### src/logic/clock_lcd_pkg.sv
// Clock LCD shared definitions
`default_nettype none

package clock_lcd_pkg;

    typedef logic [3:0] bcd_digit_t;
    typedef logic [7:0] lcd_char_t;
    typedef logic [4:0] char_index_t;  // 0-15 line 1, 16-31 line 2

    typedef enum logic [5:0] {
        clock_view       = 6'b000000,
        clock_edit_idle  = 6'b010000,
        clock_edit_hour  = 6'b010011,
        clock_edit_min   = 6'b010101,
        clock_edit_sec   = 6'b010111,
        clock_edit_year  = 6'b011011,
        clock_edit_month = 6'b011101,
        clock_edit_day   = 6'b011111,
        alarm_view       = 6'b100001,
        alarm_edit_idle  = 6'b110001,
        alarm_edit_hour  = 6'b110011,
        alarm_edit_min   = 6'b110101,
        alarm_edit_sec   = 6'b110111
    } display_mode_e;

    typedef enum logic [2:0] {
        power_up,
        function_set,
        display_on,
        entry_mode,
        line1,
        line2,
        return_home
    } lcd_state_e;

    localparam int SCREEN_CHARS      = 32;
    localparam int LINE_CHARS        = 16;
    localparam int POWER_UP_CYCLES   = 70;
    localparam int COMMAND_CYCLES    = 30;
    localparam int WRITE_CYCLES      = 4;
    localparam int BLINK_HALF_PERIOD = 500;
    localparam int BLINK_TOGGLES     = 20;  // even, so the field ends visible

    localparam int BLINK_HALF_W   = $clog2(BLINK_HALF_PERIOD);
    localparam int BLINK_TOGGLE_W = $clog2(BLINK_TOGGLES + 1);
    localparam int STEP_W         = $clog2(POWER_UP_CYCLES);  // longest step count
    localparam int SLOT_W         = $clog2(WRITE_CYCLES);

    localparam lcd_char_t CHAR_SPACE = 8'h20;
    localparam lcd_char_t CHAR_COLON = 8'h3A;
    localparam lcd_char_t CHAR_ZERO  = 8'h30;
    localparam lcd_char_t CHAR_TWO   = 8'h32;
    localparam lcd_char_t CHAR_Y     = 8'h59;
    localparam lcd_char_t CHAR_M     = 8'h4D;
    localparam lcd_char_t CHAR_D     = 8'h44;
    localparam lcd_char_t CHAR_NOTE  = 8'h91;  // panel rom glyph
    localparam lcd_char_t CHAR_BELL  = 8'h98;  // panel rom glyph
    localparam lcd_char_t CHAR_EDIT  = 8'hA9;  // panel rom glyph

    localparam lcd_char_t CMD_FUNCTION_SET = 8'h3C;  // 8-bit bus, 2 lines
    localparam lcd_char_t CMD_DISPLAY_ON   = 8'h0C;  // no cursor
    localparam lcd_char_t CMD_ENTRY_MODE   = 8'h06;  // increment, no shift
    localparam lcd_char_t CMD_LINE1_ADDR   = 8'h80;
    localparam lcd_char_t CMD_LINE2_ADDR   = 8'hC0;
    localparam lcd_char_t CMD_RETURN_HOME  = 8'h02;

endpackage

`default_nettype wire

### src/logic/field_blinker.sv
// Edited field blink timer
`default_nettype none

module field_blinker
(
    input  logic CLK,
    input  logic RESETN,
    input  logic editing,
    input  logic blink_restart,
    output logic blink_phase
);
    import clock_lcd_pkg::*;

    logic [BLINK_HALF_W-1:0]   half_cnt;
    logic [BLINK_TOGGLE_W-1:0] toggle_cnt;
    logic                      half_end;
    logic                      toggles_done;

    assign half_end     = (half_cnt == BLINK_HALF_W'(BLINK_HALF_PERIOD - 1));
    assign toggles_done = (toggle_cnt == BLINK_TOGGLE_W'(BLINK_TOGGLES));

    always_ff @(posedge CLK)
    begin
        if (!RESETN)
        begin
            half_cnt    <= '0;
            toggle_cnt  <= '0;
            blink_phase <= 1'b0;
        end
        else if (!editing || blink_restart)
        begin
            half_cnt    <= '0;  // new session or edit left
            toggle_cnt  <= '0;
            blink_phase <= 1'b0;
        end
        else if (!toggles_done)
        begin
            if (half_end)
            begin
                half_cnt    <= '0;
                toggle_cnt  <= toggle_cnt + 1'b1;
                blink_phase <= ~blink_phase;
            end
            else
            begin
                half_cnt <= half_cnt + 1'b1;
            end
        end
    end

    // session over, field left visible
    a_ends_visible: assert property (@(posedge CLK) disable iff (!RESETN)
        toggles_done |-> !blink_phase);

endmodule

`default_nettype wire

### src/logic/screen_composer.sv
// Screen buffer composer
`default_nettype none

module screen_composer
(
    input  logic                        CLK,
    input  logic                        RESETN,
    input  clock_lcd_pkg::display_mode_e mode,
    input  clock_lcd_pkg::bcd_digit_t   hour_tens, hour_ones,
    input  clock_lcd_pkg::bcd_digit_t   min_tens, min_ones,
    input  clock_lcd_pkg::bcd_digit_t   sec_tens, sec_ones,
    input  clock_lcd_pkg::bcd_digit_t   year_tens, year_ones,
    input  clock_lcd_pkg::bcd_digit_t   month_tens, month_ones,
    input  clock_lcd_pkg::bcd_digit_t   day_tens, day_ones,
    input  clock_lcd_pkg::bcd_digit_t   alarm_hour_tens, alarm_hour_ones,
    input  clock_lcd_pkg::bcd_digit_t   alarm_min_tens, alarm_min_ones,
    input  clock_lcd_pkg::bcd_digit_t   alarm_sec_tens, alarm_sec_ones,
    input  logic                        alarm_armed,
    input  logic                        alarm_ringing,
    input  logic                        blink_phase,
    input  clock_lcd_pkg::char_index_t  char_index,
    output logic                        editing,
    output logic                        blink_restart,
    output clock_lcd_pkg::lcd_char_t    screen_char
);
    import clock_lcd_pkg::*;

    typedef enum logic [2:0] {
        field_none,
        field_hour,
        field_min,
        field_sec,
        field_year,
        field_month,
        field_day
    } edit_field_e;

    edit_field_e edit_field;
    edit_field_e prev_field;
    logic        is_clock;
    logic        is_alarm;
    logic        edit_glyph;
    logic        blank;
    bcd_digit_t  h_t, h_o, m_t, m_o, s_t, s_o;
    lcd_char_t   screen_d [SCREEN_CHARS];
    lcd_char_t   screen_q [SCREEN_CHARS];

    function automatic lcd_char_t digit_char(input bcd_digit_t d, input logic hide);
        return hide ? CHAR_SPACE : CHAR_ZERO + lcd_char_t'(d);
    endfunction

    assign is_clock = mode inside {clock_view, clock_edit_idle, clock_edit_hour,
                                   clock_edit_min, clock_edit_sec, clock_edit_year,
                                   clock_edit_month, clock_edit_day};
    assign is_alarm = mode inside {alarm_view, alarm_edit_idle, alarm_edit_hour,
                                   alarm_edit_min, alarm_edit_sec};

    always_comb
    begin
        case (mode)
            clock_edit_hour, alarm_edit_hour: edit_field = field_hour;
            clock_edit_min, alarm_edit_min:   edit_field = field_min;
            clock_edit_sec, alarm_edit_sec:   edit_field = field_sec;
            clock_edit_year:                  edit_field = field_year;
            clock_edit_month:                 edit_field = field_month;
            clock_edit_day:                   edit_field = field_day;
            default:                          edit_field = field_none;
        endcase
    end

    assign editing       = (edit_field != field_none);
    assign edit_glyph    = editing || (mode == clock_edit_idle) || (mode == alarm_edit_idle);
    assign blink_restart = editing && (edit_field != prev_field);
    assign blank         = blink_phase && editing;

    // line 1 time source
    assign h_t = is_alarm ? alarm_hour_tens : hour_tens;
    assign h_o = is_alarm ? alarm_hour_ones : hour_ones;
    assign m_t = is_alarm ? alarm_min_tens : min_tens;
    assign m_o = is_alarm ? alarm_min_ones : min_ones;
    assign s_t = is_alarm ? alarm_sec_tens : sec_tens;
    assign s_o = is_alarm ? alarm_sec_ones : sec_ones;

    always_comb
    begin
        for (int i = 0; i < SCREEN_CHARS; i++)
        begin
            screen_d[i] = CHAR_SPACE;
        end
        if (is_clock || is_alarm)
        begin
            screen_d[1]  = digit_char(h_t, blank && edit_field == field_hour);
            screen_d[2]  = digit_char(h_o, blank && edit_field == field_hour);
            screen_d[3]  = CHAR_COLON;
            screen_d[4]  = digit_char(m_t, blank && edit_field == field_min);
            screen_d[5]  = digit_char(m_o, blank && edit_field == field_min);
            screen_d[6]  = CHAR_COLON;
            screen_d[7]  = digit_char(s_t, blank && edit_field == field_sec);
            screen_d[8]  = digit_char(s_o, blank && edit_field == field_sec);
            screen_d[12] = is_alarm ? CHAR_BELL : CHAR_SPACE;
            screen_d[13] = edit_glyph ? CHAR_EDIT : CHAR_SPACE;
            if (is_clock)
            begin
                screen_d[17] = CHAR_TWO;  // century fixed at 20
                screen_d[18] = CHAR_ZERO;
                screen_d[19] = digit_char(year_tens, blank && edit_field == field_year);
                screen_d[20] = digit_char(year_ones, blank && edit_field == field_year);
                screen_d[21] = CHAR_Y;
                screen_d[22] = digit_char(month_tens, blank && edit_field == field_month);
                screen_d[23] = digit_char(month_ones, blank && edit_field == field_month);
                screen_d[24] = CHAR_M;
                screen_d[25] = digit_char(day_tens, blank && edit_field == field_day);
                screen_d[26] = digit_char(day_ones, blank && edit_field == field_day);
                screen_d[27] = CHAR_D;
            end
            screen_d[29] = alarm_ringing ? CHAR_NOTE : CHAR_SPACE;
            screen_d[30] = alarm_armed ? CHAR_BELL : CHAR_SPACE;
        end
    end

    always_ff @(posedge CLK)
    begin
        if (!RESETN)
        begin
            prev_field <= field_none;
            for (int i = 0; i < SCREEN_CHARS; i++)
            begin
                screen_q[i] <= CHAR_SPACE;
            end
        end
        else
        begin
            prev_field <= edit_field;
            screen_q   <= screen_d;  // full rebuild every cycle
        end
    end

    assign screen_char = screen_q[char_index];

    for (genvar g = 0; g < SCREEN_CHARS; g++)
    begin : g_known
        a_entry_known: assert property (@(posedge CLK) disable iff (!RESETN)
            !$isunknown(screen_q[g]));
    end

endmodule

`default_nettype wire

### src/logic/lcd_sequencer.sv
// LCD bus command sequencer
`default_nettype none

module lcd_sequencer
(
    input  logic                       CLK,
    input  logic                       RESETN,
    input  clock_lcd_pkg::lcd_char_t   screen_char,
    output clock_lcd_pkg::char_index_t char_index,
    output logic                       lcd_e,
    output logic                       lcd_rs,
    output logic                       lcd_rw,
    output clock_lcd_pkg::lcd_char_t   lcd_data
);
    import clock_lcd_pkg::*;

    localparam logic [SLOT_W-1:0] SLOT_LAST = SLOT_W'(WRITE_CYCLES - 1);

    lcd_state_e        state;
    lcd_state_e        state_next;
    logic [STEP_W-1:0] step_cnt;
    logic [STEP_W-1:0] step_last;
    logic [SLOT_W-1:0] slot_cnt;
    logic              slot_state;
    logic              tick;
    logic              slot_first;
    logic              slot_second;
    logic              rs_next;
    lcd_char_t         data_next;
    char_index_t       col;

    // refresh states advance per write slot, init states per cycle
    assign slot_state  = (state == line1) || (state == line2) || (state == return_home);
    assign tick        = slot_state ? (slot_cnt == SLOT_LAST) : 1'b1;
    assign slot_first  = slot_state ? (slot_cnt == '0) : (step_cnt == '0);
    assign slot_second = slot_state ? (slot_cnt == SLOT_W'(1)) : (step_cnt == STEP_W'(1));

    assign col        = char_index_t'(step_cnt - 1'b1);  // step 0 is the address
    assign char_index = (state == line2) ? col + char_index_t'(LINE_CHARS) : col;

    always_comb
    begin
        state_next = power_up;
        step_last  = '0;
        rs_next    = 1'b0;
        data_next  = '0;
        case (state)
            power_up:
            begin
                state_next = function_set;
                step_last  = STEP_W'(POWER_UP_CYCLES - 1);
                rs_next    = 1'b1;  // bus held as after reset
            end
            function_set:
            begin
                state_next = display_on;
                step_last  = STEP_W'(COMMAND_CYCLES - 1);
                data_next  = CMD_FUNCTION_SET;
            end
            display_on:
            begin
                state_next = entry_mode;
                step_last  = STEP_W'(COMMAND_CYCLES - 1);
                data_next  = CMD_DISPLAY_ON;
            end
            entry_mode:
            begin
                state_next = line1;
                step_last  = STEP_W'(COMMAND_CYCLES - 1);
                data_next  = CMD_ENTRY_MODE;
            end
            line1:
            begin
                state_next = line2;
                step_last  = STEP_W'(LINE_CHARS);  // address + 16 chars
                rs_next    = (step_cnt != '0);
                data_next  = (step_cnt == '0) ? CMD_LINE1_ADDR : screen_char;
            end
            line2:
            begin
                state_next = return_home;
                step_last  = STEP_W'(LINE_CHARS);
                rs_next    = (step_cnt != '0);
                data_next  = (step_cnt == '0) ? CMD_LINE2_ADDR : screen_char;
            end
            return_home:
            begin
                state_next = line1;
                data_next  = CMD_RETURN_HOME;
            end
            default: ;
        endcase
    end

    always_ff @(posedge CLK)
    begin
        if (!RESETN)
        begin
            state    <= power_up;
            step_cnt <= '0;
            slot_cnt <= '0;
        end
        else
        begin
            slot_cnt <= (slot_state && slot_cnt != SLOT_LAST) ? slot_cnt + 1'b1 : '0;
            if (tick)
            begin
                if (step_cnt == step_last)
                begin
                    state    <= state_next;
                    step_cnt <= '0;
                end
                else
                begin
                    step_cnt <= step_cnt + 1'b1;
                end
            end
        end
    end

    // data latched at slot start, enable pulses in the next two cycles
    always_ff @(posedge CLK)
    begin
        if (!RESETN)
        begin
            lcd_e    <= 1'b0;
            lcd_rs   <= 1'b1;
            lcd_rw   <= 1'b1;
            lcd_data <= '0;
        end
        else
        begin
            lcd_e  <= (state != power_up) && (slot_first || slot_second);
            lcd_rw <= (state == power_up);  // write only once running
            if (slot_first)
            begin
                lcd_rs   <= rs_next;
                lcd_data <= data_next;
            end
        end
    end

    // rs and data settled across the falling edge of e
    a_data_held_at_strobe: assert property (@(posedge CLK) disable iff (!RESETN)
        $fell(lcd_e) |-> $stable(lcd_rs) && $stable(lcd_data));

endmodule

`default_nettype wire

### src/logic/clock_lcd_top.sv
// Clock LCD front end top
`default_nettype none

module clock_lcd_top
(
    input  logic                         CLK,
    input  logic                         RESETN,
    input  clock_lcd_pkg::display_mode_e mode,
    input  clock_lcd_pkg::bcd_digit_t    hour_tens, hour_ones,
    input  clock_lcd_pkg::bcd_digit_t    min_tens, min_ones,
    input  clock_lcd_pkg::bcd_digit_t    sec_tens, sec_ones,
    input  clock_lcd_pkg::bcd_digit_t    year_tens, year_ones,
    input  clock_lcd_pkg::bcd_digit_t    month_tens, month_ones,
    input  clock_lcd_pkg::bcd_digit_t    day_tens, day_ones,
    input  clock_lcd_pkg::bcd_digit_t    alarm_hour_tens, alarm_hour_ones,
    input  clock_lcd_pkg::bcd_digit_t    alarm_min_tens, alarm_min_ones,
    input  clock_lcd_pkg::bcd_digit_t    alarm_sec_tens, alarm_sec_ones,
    input  logic                         alarm_armed,
    input  logic                         alarm_ringing,
    output logic                         lcd_e,
    output logic                         lcd_rs,
    output logic                         lcd_rw,
    output clock_lcd_pkg::lcd_char_t     lcd_data
);
    import clock_lcd_pkg::*;

    logic        editing;
    logic        blink_restart;
    logic        blink_phase;
    lcd_char_t   screen_char;
    char_index_t char_index;

    field_blinker u_blinker
    (
        .CLK,
        .RESETN,
        .editing,
        .blink_restart,
        .blink_phase
    );

    screen_composer u_composer
    (
        .CLK,
        .RESETN,
        .mode,
        .hour_tens, .hour_ones, .min_tens, .min_ones, .sec_tens, .sec_ones,
        .year_tens, .year_ones, .month_tens, .month_ones, .day_tens, .day_ones,
        .alarm_hour_tens, .alarm_hour_ones,
        .alarm_min_tens, .alarm_min_ones,
        .alarm_sec_tens, .alarm_sec_ones,
        .alarm_armed,
        .alarm_ringing,
        .blink_phase,
        .char_index,
        .editing,
        .blink_restart,
        .screen_char
    );

    lcd_sequencer u_sequencer
    (
        .CLK,
        .RESETN,
        .screen_char,
        .char_index,
        .lcd_e,
        .lcd_rs,
        .lcd_rw,
        .lcd_data
    );

endmodule

`default_nettype wire

### config.mk
export PLATFORM = sky130hd
export DESIGN_NAME = clock_lcd_top
export DESIGN_NICKNAME = d
export VERILOG_FILES = /design/src/logic/clock_lcd_pkg.sv /design/src/logic/field_blinker.sv /design/src/logic/screen_composer.sv /design/src/logic/lcd_sequencer.sv /design/src/logic/clock_lcd_top.sv
export SDC_FILE = /design/constraint.sdc
export NUM_CORES = 1
export LEC_CHECK = 0
export ABC_AREA = 0
export BUFFER_PORTS_ARGS = -buffer_cell sky130_fd_sc_hd__buf_2
export CORE_MARGIN = 4
export CORE_UTILIZATION = 45
export CTS_BUF_LIST = sky130_fd_sc_hd__clkbuf_8
export CTS_CLUSTER_DIAMETER = 50
export CTS_CLUSTER_SIZE = 8
export DETAILED_ROUTE_END_ITERATION = 7
export MAX_ROUTING_LAYER = met4
export PLACE_DENSITY = 0.66
export SLEW_MARGIN = 15
export SYNTH_ARGS = -nofsm -noshare
export SYNTH_HDL_FRONTEND = slang
export SYNTH_SLANG_ARGS = --single-unit
### constraint.sdc
create_clock -name CLK -period 5.2 [get_ports CLK]
set_clock_uncertainty 0.05 [all_clocks]
set_input_delay 1.04 -clock CLK [delete_from_list [all_inputs] [get_ports CLK]]
set_output_delay 1.04 -clock CLK [all_outputs]
set_load 0.01 [all_outputs]
After elaboration in Yosys (flattened, before gate mapping)
Cells that the tools add are included.
{"block": "op_classes", "n_mux": 40, "eq_ne": 32, "add_sub_neg": 18, "bitwise": 6, "n_reduce_logical": 44, "n_lt_le_gt_ge": 1}
{"operator": "$mux 8", "n": 20}
{"operator": "$mux 85", "n": 1}
{"operator": "$add 6x4->7 const A", "n": 12}
{"operator": "$mux 64", "n": 1}
{"operator": "$pmux 8 s6", "n": 1}
{"operator": "$eq 6x5->1 const B", "n": 7}
{"operator": "$bmux 8 s5", "n": 1}
{"operator": "$pmux 3 s6", "n": 2}
{"operator": "$eq 6x6->1 const B", "n": 5}
{"operator": "$mux 4", "n": 6}
{"operator": "$pmux 7 s3", "n": 1}
{"operator": "$eq 3x3->1 const B", "n": 6}
{"operator": "$eq 3x2->1 const B", "n": 4}
{"operator": "$reduce_or 2->1", "n": 6}
{"operator": "$reduce_or 3->1", "n": 4}
{"operator": "$reduce_or 4->1", "n": 3}
{"operator": "$logic_and 1x1->1", "n": 10}
{"operator": "$add 9x1->9 const B", "n": 1}
{"operator": "$eq 9x9->1 const B", "n": 1}
{"operator": "$mux 9", "n": 1}
{"operator": "$reduce_and 2->1", "n": 4}
{"operator": "$reduce_bool 8->1", "n": 1}
{"operator": "$add 7x1->7 const B", "n": 1}
{"operator": "$eq 7x1->1 const B", "n": 1}
{"operator": "27 further kinds", "n": 41}
{"block": "totals", "in_bits": 82, "output_inout_bits": 11, "word_cells": 184, "regBits": 279}

Logic depth before layout (Yosys ltp)
Gate-level depths: netlist of run 1.
{"block": "logic_depth", "depth_word": 9, "mapped_depth": 13, "ltp_nobuf": 8}

Modules after synthesis
Synthesis of run 1 repeated with hierarchy kept, for this count alone.
{"block": "hier_totals", "cells_unflattened": 570, "hier_area_um2": 5331.4}
{"module": "screen_composer", "seq_area_each_um2": 1341.3, "cells_each": 328, "n_inst": 1, "area_per_inst_um2": 3226.8}
{"module": "lcd_sequencer", "seq_area_each_um2": 460.4, "cells_each": 165, "n_inst": 1, "area_per_inst_um2": 1353.8}
{"module": "field_blinker", "seq_area_each_um2": 300.3, "cells_each": 77, "n_inst": 1, "area_per_inst_um2": 750.7}

Worst setup path after synthesis of run 1
OpenSTA, ideal clock, no wires.
{"block": "synth_path", "path_kind": "register to register", "startpoint": "reg u_sequencer.step_cnt[0]", "endpoint": "reg u_sequencer.lcd_data[0]", "synth_period_minus_slack_ps": 2721, "setup_ps": 117, "n_path_buf": 5, "required_ps": 5033, "t_arrival_ps": 2554, "setup_slack_ps": 2479, "stages_incl_launch_ff": 12, "path_cell_list": "dfxtp_1 buf_2 buf_2 clkinv_1 ha_1 buf_2 buf_4 buf_2 mux4_2 o21ai_0 a32oi_1 a32o_1"}
{"block": "synth_between", "elab_chain_cells": 9, "word_cells_on_any_way": 12, "classes_between": "add/sub: 2; mux: 8; bitwise: 1; reduce/logical: 1"}
{"item": "from (decl)", "line_no": "lcd_sequencer.sv:21", "rtl": "logic [STEP_W-1:0] step_cnt;"}
{"item": "from (signal assigned)", "line_no": "lcd_sequencer.sv:115", "rtl": "step_cnt <= step_cnt + 1'b1;"}
{"item": "$sub 5x1->5", "line_no": "lcd_sequencer.sv:38", "rtl": "assign col = char_index_t'(step_cnt - 1'b1);"}
{"item": "$add 5x5->5", "line_no": "lcd_sequencer.sv:39", "rtl": "assign char_index = (state == line2) ? col + char_index_t'(LINE_CHARS) : col;"}
{"item": "$mux 5", "line_no": "lcd_sequencer.sv:39"}
{"item": "$not 5->6 (implied by the code)", "line_no": "screen_composer.sv:138", "rtl": "assign screen_char = screen_q[char_index];"}
{"item": "$bmux 8 s5", "line_no": "screen_composer.sv:138"}
{"item": "$mux 8 (implied by the code) (2 in series)", "line_no": "screen_composer.sv:138"}
{"item": "$mux 8, on equally long branches", "line_no": "lcd_sequencer.sv:84, lcd_sequencer.sv:77"}
{"item": "$pmux 8 s6", "line_no": "lcd_sequencer.sv:47", "rtl": "case (state)"}
{"item": "to (signal assigned)", "line_no": "lcd_sequencer.sv:138", "rtl": "lcd_data <= data_next;"}
{"item": "to (decl)", "line_no": "lcd_sequencer.sv:13", "rtl": "output clock_lcd_pkg::lcd_char_t lcd_data"}
Parallel ways exist; a longest one is shown, timed or not. The select of a mux whose other input is x is not followed.
A chain may end at the register's enable or synchronous reset.

Worst setup path in the final report of run 1
{"block": "layout_path", "startpoint": "reg u_sequencer.step_cnt[0]", "endpoint": "reg u_sequencer.lcd_data[1]"}
The elaborated chain is that of the path after synthesis.

==> qor.yml, run 1 <==
timing:
  hold_ws_ns: 0.448
  max_freq_mhz: 260
  tightest_slew_ns: 0.997
  rsz0062_at_grt: "no"
  fin_tns_setup_ns: 0
  period_minus_slack_ns: 3.84
  hold_viol_final: 0
  drv_slew: 0
  maxSlewHeadroom_pct: 33.5
  finalSetupViolations: 0
  finalCritPeriodShare_pct: 73.8
synth:
  yosys.area_share.simple_pct: 24.0
  synthAdderAreaFrac_pct: 1.67
  synth_seq_area_share_pct: 40.0
  ys.flop_type: "dfxtp_1"
  synth_top_family_by_area: "simple AND/OR/NAND/NOR gates"
  ys_warn_count: 0
  synthDistinctLibCells: 78
  synth.cell_area_sq_um: 5250
  ys_ff_latch: 105
  synth-xor-area-share_pct: 5.00
  async_reset_ff_share_pct: 0
  muxShareOfSynthArea_pct: 5.50
  syn_avg_cell_area_sq_um: 8.67
  synth-edff-count: 0
  synth_cells: 606
  synth_compound_area_share_pct: 18.8
  syn-num-nets: 695
min_path:
  hp-class: "reg -> reg"
  hp-start: "u_sequencer.slot_cnt[0]$_SDFF_PN0_"
  min_path_cells: 1
  worstHoldEndpoint: "u_sequencer.slot_cnt[0]$_SDFF_PN0_"
floorplan:
  start_util_pct: 46.0
  coreArea_sq_um: 11400
  fp-row-count: 39
  pin_count: 93
  die_h_um: 116
  die_width_um: 116
  die-area_sq_um: 13500
clocking:
  clock_latency_ns: 0.38
  cts_buffers: 9
  cts_tree: "built"
  cts.sinks: 105
  cts_root_buffer: "clkbuf_8"
  path_clk_slew_ns: 0.10
  cts_hold_buf: 0
  cts_setup_buffers: 0
  cts_buffer_depth: 2
  htree_num_levels: 3
  cts.repair.resized: 0
power:
  power.density_nw_per_um2: 279
  irDropWorstVdd_uv: 152
  leakage_nw: 2.36
detailed_routing:
  dr.pass1.iters: 5
  wl_per_cell_um: 16.2
  vias_per_cell: 5.54
  drt-total-wl_um: 13300
  drc: 0
  num_vias: 4570
  drt_iter0_drc: 265
  drtAntennaViolNets: 0
worst_setup_path:
  critPathRequiredTime_ns: 5.40
  critPathArrivalTime_ns: 4.04
  startpoint_type: "register"
  worstRegToRegCells: 10
  endpoint_kind: "register"
  reg2reg_setup_slack_ns: 1.36
  cp_max_fo: 36
  r2r-end: "u_sequencer.lcd_data[1]$_SDFFE_PN0P_"
  path_class: "reg -> reg"
  reg2reg_from: "u_sequencer.step_cnt[0]$_SDFFE_PN0P_"
cells_and_area:
  fin_area_sq_um: 5960
  area_growth_pct: 13.5
  fin_nets: 766
  layout-drive-gt1-share_pct: 21.1
  antenna_cells: 0
  final_cell_mix: "dfxtp_1, buf_2, nand2_1"
  final_common_cell: "dfxtp_1"
global_route:
  grt_pass1_wl_um: 21500
  grt_pass1_vias: 4420
  grt_max_degree: 37
  antenna_found_initial: 0
  grt_overflow_total: 0
  grt_util_all_layers_pct: 21.1
placement:
  routabilityCongestion: 0.935
  portBuffers: 92
  dp_hpwl_um: 9930
  place_area_sq_um: 5740
outcome:
  status: "finished, final reports clean"
run:
  maxCapViolations: 0
-- critical path: stages (launching register included) --
cell	delay (ns)
dfxtp_1	0.32
buf_4	0.37
clkinv_1	0.39
ha_1	1.07
buf_4	0.32
mux4_2	0.50
nor2_1	0.11
nor2_1	0.06
a21boi_0	0.26
a211o_1	0.15
a21oi_1	0.06
-- cell type report --
class,count,area [sq um]
fill,1114,5460
tap,143,179
clock inverter,6,87.6
clock buffer,10,138
inverter,23,86.3
sequential,105,2100
timing repair buffer,95,483
multi-input combinational,443,2890
-- how the worst max path moves through the flow --
stage                                                 endpoint  depth (start not counted)                            startpoint  slack [ns]
after global routing      u_sequencer.lcd_data[1]$_SDFFE_PN0P_                         10  u_sequencer.step_cnt[0]$_SDFFE_PN0P_        1.06
final                     u_sequencer.lcd_data[1]$_SDFFE_PN0P_                         10  u_sequencer.step_cnt[0]$_SDFFE_PN0P_        1.36
after CTS                 u_sequencer.lcd_data[1]$_SDFFE_PN0P_                         10  u_sequencer.step_cnt[0]$_SDFFE_PN0P_        1.40
after floorplan           u_sequencer.lcd_data[0]$_SDFFE_PN0P_                         11  u_sequencer.step_cnt[0]$_SDFFE_PN0P_        2.48
after detailed placement  u_sequencer.lcd_data[1]$_SDFFE_PN0P_                         10  u_sequencer.step_cnt[0]$_SDFFE_PN0P_        1.43
after global placement    u_sequencer.lcd_data[1]$_SDFFE_PN0P_                         10  u_sequencer.step_cnt[0]$_SDFFE_PN0P_        1.56
-- cell usage after synthesis (6+ instances only) --
master / n / area [sq um]
nand2_1: 83 / 312
a221oi_1: 6 / 52.6
mux2i_1: 12 / 120
nand2b_1: 7 / 43.8
and2_1: 30 / 188
nand3_1: 16 / 80.1
mux2_2: 6 / 67.6
nor2b_1: 7 / 43.8
inv_1: 21 / 78.8
a22oi_1: 8 / 60.1
dfxtp_1: 105 / 2100
ha_1: 7 / 87.6
clkbuf_1: 17 / 63.8
xor2_1: 11 / 96.3
nor3_1: 10 / 50.1
o211ai_1: 7 / 52.6
nand4_1: 11 / 68.8
xnor2_1: 10 / 87.6
nor2_1: 50 / 188
a31oi_1: 9 / 56.3
buf_2: 12 / 60.1
a21oi_1: 46 / 230
o21ai_0: 17 / 85.1
-- per-stage QoR --
step | power (mW) | worst slack [ns] | std cells | util (%)
after detailed placement | 1.12 | 1.43 | 809 | 50.3
after floorplan | 1.04 | 2.48 | 606 | -
after CTS | 1.68 | 1.40 | 825 | 52.2
after global routing | 1.74 | 1.06 | 825 | 52.2
final | 1.66 | 1.36 | 825 | 52.2
after global placement | 1.12 | 1.56 | 809 | 50.3
-- sequential cells by signal, indices dropped and copies added, names as in the netlist --
register / count
u_blinker.blink_phase: 1
u_blinker.half_cnt: 9
u_blinker.toggle_cnt: 5
u_composer.prev_field: 3
u_composer.screen_q: 64
u_sequencer.lcd_data: 8
u_sequencer.lcd_e: 1
u_sequencer.lcd_rs: 1
u_sequencer.lcd_rw: 1
u_sequencer.slot_cnt: 2
u_sequencer.state: 3
u_sequencer.step_cnt: 7
-- report_power, final --
| group | switching (mW) | internal (mW) |
|---|---|---|
| Sequential | 0.0164 | 0.821 |
| Clock | 0.271 | 0.286 |
| Combinational | 0.163 | 0.105 |
| Total | 0.451 | 1.21 |
-- per-layer routing --
metal	global-route usage, %	wire length, um
met1	26.0	5820
met2	35.3	6570
met5	-	0
met4	6.96	280
met3	3.50	678
-- logic make-up after synthesis --
family | count (synthesis)
AO/OA/AOI/OAI | 144
AND/OR/NAND/NOR | 244
flip-flops | 105
XOR/XNOR | 25
multiplexers | 23
buffers and inverters | 58
adder cells (fa/ha/maj) | 7
No activity file was read; power rests on OpenSTA's default activity.
==> inputs of run 2 (changes only) <==
Settings changed: PLACE_DENSITY 0.66 to 0.69.
Clock period 5.2 ns to 3.39 ns, I/O delays scaled along.
==> run 2 against run 1 <==
- sequential power up 53%
- register-to-register slack got worse by 0.63 ns
- flip-flop and latch count did not move
- maximum frequency rose by 45%
- final cell count up 1.6%
- total power rose by 53%
- worst hold slack got worse by 0.0065 ns
- global-route usage down 0.35 points
- largest cell class unchanged
==> qor.yml, run 2 (synthesis gave the netlist of run 1 again) <==
timing:
  hold_ws_ns: 0.442  # was 0.448 ns
  rsz0062_at_grt: "no"  # unchanged
  max_freq_mhz: 377  # was 260 MHz
  drv_slew: 0  # unchanged
  fin_tns_setup_ns: 0  # unchanged
  finalCritPeriodShare_pct: 78.3  # was 73.8%
  hold_viol_final: 0  # unchanged
  tightest_slew_ns: 0.767  # was 0.997 ns
  finalSetupViolations: 0  # unchanged
  maxSlewHeadroom_pct: 48.8  # was 33.5%
  period_minus_slack_ns: 2.66  # was 3.84 ns
placement:
  routabilityCongestion: 0.910  # was 0.935
  portBuffers: 92  # unchanged
  dp_hpwl_um: 9860  # was 9930 um
min_path:
  hp-class: "in -> reg"  # was reg -> reg
  hp-start: "month_tens[2]"  # was u_sequencer.slot_cnt[0]$_SDFF_PN0_
worst_setup_path:
  slowest_delay_ns: 0.67  # was 1.07 ns
  path_buf_inv: 2  # was 3
  path_cells: "clkinv_1, ha_1, buf_4, mux4_2, nor2_1, nor2_1, a21boi_0, a211o_1, a21oi_1"  # was buf_4, clkinv_1, ha_1, buf_4, mux4_2, nor2_1, nor2_1, a21boi_0, a211o_1, a21oi_1
  path_class: "reg -> reg"  # unchanged
  critPathRequiredTime_ns: 3.60  # was 5.40 ns
  path_common_cell: "nor2_1"
  startpoint_type: "register"  # unchanged
  critPathArrivalTime_ns: 2.86  # was 4.04 ns
  cp_top_family: "adder cells"  # was buffers and inverters
  cp_slowest_cell: "ha_1"  # unchanged
  startpoint: "u_sequencer.step_cnt[0]$_SDFFE_PN0P_"  # unchanged
  cp_max_fo: 16  # was 36
  endpoint_kind: "register"  # unchanged
  reg2reg_from: "u_sequencer.step_cnt[0]$_SDFFE_PN0P_"  # unchanged
global_route:
  antenna_found_initial: 0  # unchanged
  grt_max_degree: 36  # was 37
  grt_pass1_vias: 4407  # was 4,420
  grt_util_all_layers_pct: 20.8  # was 21.1%
  grt_overflow_total: 0  # unchanged
  grt_pass1_wl_um: 21400  # was 21,500 um
  grtUsageMet3_pct: 3.13  # was 3.50%
  met1_usage_pct: 26.2  # was 26.0%
  use_met2_pct: 34.1  # was 35.3%
  busiest_layer: "met2"  # unchanged
floorplan:
  die-area_sq_um: 13500  # unchanged
  die_width_um: 116  # unchanged
  pin_count: 93  # unchanged
  die_h_um: 116  # unchanged
  fp-row-count: 39  # unchanged
  start_util_pct: 46.0  # unchanged
  coreArea_sq_um: 11400  # unchanged
detailed_routing:
  drt_iter0_drc: 322  # was 265
  drt-total-wl_um: 13400  # was 13,300 um
  dr.pass1.iters: 5  # unchanged
  drtAntennaViolNets: 0  # unchanged
  drc: 0  # unchanged
  vias_per_cell: 5.52  # was 5.54
  num_vias: 4626  # was 4,570
  wl_per_cell_um: 16.0  # was 16.2 um
clocking:
  cts.repair.resized: 0  # unchanged
  cts_hold_buf: 0  # unchanged
  clock_latency_ns: 0.37  # was 0.38 ns
  cts_root_buffer: "clkbuf_8"  # unchanged
  htree_num_levels: 3  # unchanged
  path_clk_slew_ns: 0.10  # about the same
  cts.sinks: 105  # unchanged
  cts_setup_buffers: 0  # unchanged
  cts_buffer_depth: 2  # unchanged
  cts_tree: "built"  # unchanged
  cts_buffers: 9  # unchanged
cells_and_area:
  largest_reg_flops: 64  # unchanged
  fin_nets: 779  # was 766
  area_growth_pct: 15.1  # was 13.5%
  antenna_cells: 0  # unchanged
  layout-drive-gt1-share_pct: 22.6  # was 21.1%
  final_common_cell: "dfxtp_1"  # unchanged
  final_cell_mix: "dfxtp_1, buf_2, nand2_1"  # unchanged
  final_util_pct: 53.0  # was 52.2%
  largest_register: "u_composer.screen_q"  # unchanged
  top_regs: "u_composer.screen_q (64), u_blinker.half_cnt (9), u_sequencer.lcd_data (8)"  # unchanged
run:
  maxCapViolations: 0  # unchanged
power:
  leakage_nw: 2.41  # was 2.36 nW
  irDropWorstVdd_uv: 220  # was 152 uV
  power.density_nw_per_um2: 420  # was 279 nW/um^2
outcome:
  status: "finished, final reports clean"  # unchanged
## run 2: cell types whose count changed in the layout (fill, tap and decap cells not counted), sizes merged
cell,before,now
buf,95,108
clkinvlp,0,2
bufinv,2,1
clkinv,3,2
## run 2: area by class of cell
type,instances,area (sq um)
fillers,1048,5370
repair buffers,108,581
clock inverters,6,73.8
well taps,143,179
multi-input cells,443,2890
flip-flops and latches,105,2100
clock buffers,10,138
inverters,23,86.3
## run 2: final timing paths
path	end	slack (ns)	cells after the start
min reg2reg	u_sequencer.slot_cnt[0]$_SDFF_PN0_	0.45	1
max	u_sequencer.lcd_data[1]$_SDFFE_PN0P_	0.73	9
min	u_composer.screen_q[74]$_SDFF_PP0_	0.44	2
max reg2reg	u_sequencer.lcd_data[1]$_SDFFE_PN0P_	0.73	9
## run 2: through the flow
step	cell area, sq um	power, mW	worst slack, ns	instances
floorplan	5250	1.60	0.669	606
global placement	5840	1.74	0.858	822
detailed placement	5840	1.75	0.792	822
CTS	6050	2.55	0.759	838
global route	6050	2.65	0.581	838
finish	6050	2.54	0.734	838
## run 2: report_power, final
group          internal [mW]  total [mW]  switching [mW]
clock network          0.370       0.811           0.440
registers               1.26        1.28          0.0197
logic                  0.182       0.450           0.268
total                   1.81        2.54           0.728
## run 2: layer usage
metal | share of wire, % | wire [um] | up-vias
met3 | 5.0 | 672 | 27
li1 | - | - | 2311
met4 | 1.9 | 260 | 0
met2 | 48 | 6480 | 146
met1 | 45 | 5970 | 2142
met5 | 0 | 0 | -
==> inputs of run 3 (changes only) <==
Clock period 3.39 ns to 2.3 ns, I/O delays scaled along.
==> run 3 against run 2 <==
- setup slack got worse by 0.66 ns
- flip-flop and latch count did not move
- clock-buffer cell count rose by 1
- utilization rose by 2.4 points
- maximum frequency rose by 20%
- non-clock buffer count rose by 25
- largest power group unchanged
- first-iteration DRC count rose by 5.9%
- via count rose by 2.3%
- critical path type unchanged
- die area did not move
- highest routed layer unchanged
- combinational power rose by 71%
- total power rose by 52%
- final cell count rose by 3.0%
==> qor.yml, run 3 (synthesis gave the netlist of run 1 again) <==
min_path:
  hp-class: "in -> reg"  # unchanged
floorplan:
  pin_count: 93  # unchanged
  coreArea_sq_um: 11400  # unchanged
  start_util_pct: 46.0  # unchanged
  die_h_um: 116  # unchanged
  die_width_um: 116  # unchanged
  fp-row-count: 39  # unchanged
  die-area_sq_um: 13500  # unchanged
power:
  switchingPower_mw: 1.08  # was 0.728 mW
  irDropWorstVdd_uv: 314  # was 220 uV
  pwr-share-clk_pct: 31.3  # was 31.9%
  switching_share_pct: 28.1  # was 28.7%
  combPwrFrac_pct: 20.0  # was 17.7%
  seq_power_share_pct: 48.7  # was 50.4%
  power.density_nw_per_um2: 611  # was 420 nW/um^2
  leakage_nw: 2.57  # was 2.41 nW
  internal-power_mw: 2.78  # was 1.81 mW
detailed_routing:
  dr.pass1.iters: 6  # was 5
  dr_wl_met2_um: 6680  # was 6480 um
  met3_wirelength_um: 677  # was 672 um
  highest_layer: "met4"  # unchanged
  drtAntennaViolNets: 0  # unchanged
  wirelength_met1_um: 6010  # was 5970 um
  wl_per_cell_um: 15.9  # was 16.0 um
  drt_iter0_drc: 341  # was 322
  vias_per_cell: 5.49  # was 5.52
  drc: 0  # unchanged
  num_vias: 4734  # was 4,626
  drt-total-wl_um: 13700  # was 13,400 um
clocking:
  cts_tree: "built"  # unchanged
  cts_buffers: 9  # unchanged
  cts_hold_buf: 0  # unchanged
  cts_buffer_depth: 2  # unchanged
  htree_num_levels: 3  # unchanged
  cts_root_buffer: "clkbuf_8"  # unchanged
  path_clk_slew_ns: 0.10  # about the same
  cts.sinks: 105  # unchanged
  clock_latency_ns: 0.39  # was 0.37 ns
worst_setup_path:
  startpoint_type: "register"  # unchanged
  slowest_delay_ns: 0.36  # was 0.67 ns
  path_buf_inv: 2  # unchanged
  cp_max_fo: 18  # was 16
  path_class: "reg -> reg"  # unchanged
  reg2reg_setup_slack_ns: 0.08  # was 0.73 ns
  critPathRequiredTime_ns: 2.53  # was 3.60 ns
  cp_slowest_cell: "dfxtp_1"  # was ha_1
  endpoint_kind: "register"  # unchanged
  critPathArrivalTime_ns: 2.45  # was 2.86 ns
  cp_top_family: "compound AO/OA/AOI/OAI gates"  # was adder cells
  path_cells: "inv_1, ha_4, buf_12, mux2_2, a221oi_1, o21ai_1, o211ai_1, a21oi_1, o311a_1"  # was clkinv_1, ha_1, buf_4, mux4_2, nor2_1, nor2_1, a21boi_0, a211o_1, a21oi_1
global_route:
  grt_overflow_total: 0  # unchanged
  grt_pass1_wl_um: 22000  # was 21,400 um
  grt_max_degree: 26  # was 36
  antenna_found_initial: 0  # unchanged
  grt_util_all_layers_pct: 21.6  # was 20.8%
  grt_pass1_vias: 4539  # was 4,407
placement:
  dp_hpwl_um: 10400  # was 9860 um
  routabilityCongestion: 0.886  # was 0.910
  portBuffers: 92  # unchanged
  place_area_sq_um: 6050  # was 5840 sq um
cells_and_area:
  antenna_cells: 0  # unchanged
  fillers: 1058  # was 1,048
  layout-drive-gt1-share_pct: 26.3  # was 22.6%
  fin_nets: 804  # was 779
  top_regs: "u_composer.screen_q (64), u_blinker.half_cnt (9), u_sequencer.lcd_data (8)"  # unchanged
  final_common_cell: "dfxtp_1"  # unchanged
  final_cell_mix: "dfxtp_1, buf_2, nand2_1"  # unchanged
  fin_area_sq_um: 6320  # was 6050 sq um
  largest_reg_flops: 64  # unchanged
  area_growth_pct: 20.4  # was 15.1%
  regArea_sq_um: 2100  # about the same
  multiInputGateArea_sq_um: 2920  # was 2890 sq um
  final_util_pct: 55.4  # was 53.0%
  largest_register: "u_composer.screen_q"  # unchanged
outcome:
  status: "finished, final reports clean"  # unchanged
timing:
  maxSlewHeadroom_pct: 51.8  # was 48.8%
  period_minus_slack_ns: 2.22  # was 2.66 ns
  finalCritPeriodShare_pct: 96.6  # was 78.3%
  finalSetupViolations: 0  # unchanged
  hold_viol_final: 0  # unchanged
  rsz0062_at_grt: "no"  # unchanged
  max_freq_mhz: 450  # was 377 MHz
  drv_slew: 0  # unchanged
  tightest_slew_ns: 0.718  # was 0.767 ns
run:
  maxCapViolations: 0  # unchanged
-- run 3: cell types whose count changed in the layout (fill, tap and decap cells not counted), moves of 2 or more --
cell,delta
buf_6,+2
buf_12,+3
buf_4,+20
clkinvlp_4,-2
dfxtp_2,+2
clkinv_4,+2
dfxtp_1,-2
-- run 3: final cells by class --
type	instances	share of cell area [%]
multi-input cells	443	46.2
flip-flops and latches	105	33.3
repair buffers	133	12.9
well taps	143	2.83
clock buffers	11	2.39
inverters	23	1.44
clock inverters	5	0.969
-- run 3: stage by stage --
stage	setup TNS, ns	worst slack [ns]	hold WS [ns]	power (mW)	std cells
floorplan	-0.109	-0.0399	0.406	2.37	606
global placement	0	0.0522	0.420	2.64	845
detailed placement	0	0.00993	0.441	2.65	845
CTS	0	0.0273	0.193	3.86	861
global route	0	0.0311	0.208	4.03	863
finish	0	0.0782	0.215	3.86	863
-- run 3: per-layer routing --
layer  vias to the layer above  GRT usage (%)
li1                       2352              -
met1                      2205           26.3
met2                       149           35.3
met3                        28           4.28
met4                         0           8.28
met5                         -              -
-- run 3: repair_timing --
| item | CTS | global route |
|---|---|---|
| setup buffers | 0 | 2 |
| gates resized for setup | 1 | 10 |
| pin swaps | 0 | 1 |
| endpoints found under the setup margin | 1 | 7 |
-- run 3: final timing paths --
kind / start / endpoint / cells after the start
max: u_sequencer.step_cnt[1]$_SDFFE_PN0P_ / u_sequencer.lcd_data[2]$_SDFFE_PN0P_ / 9
min: day_tens[1] / u_composer.screen_q[49]$_SDFF_PP0_ / 2
max reg2reg: u_sequencer.step_cnt[1]$_SDFFE_PN0P_ / u_sequencer.lcd_data[2]$_SDFFE_PN0P_ / 9
min reg2reg: u_sequencer.slot_cnt[0]$_SDFF_PN0_ / u_sequencer.slot_cnt[0]$_SDFF_PN0_ / 1
-- run 3: power by group through the flow --
stage	Sequential [mW]	Combinational (mW)	Clock, mW
after global routing	1.89	0.836	1.31
final	1.88	0.771	1.21
after global placement	1.92	0.718	0
after CTS	1.88	0.731	1.25
after detailed placement	1.92	0.727	0
after floorplan	1.92	0.459	0
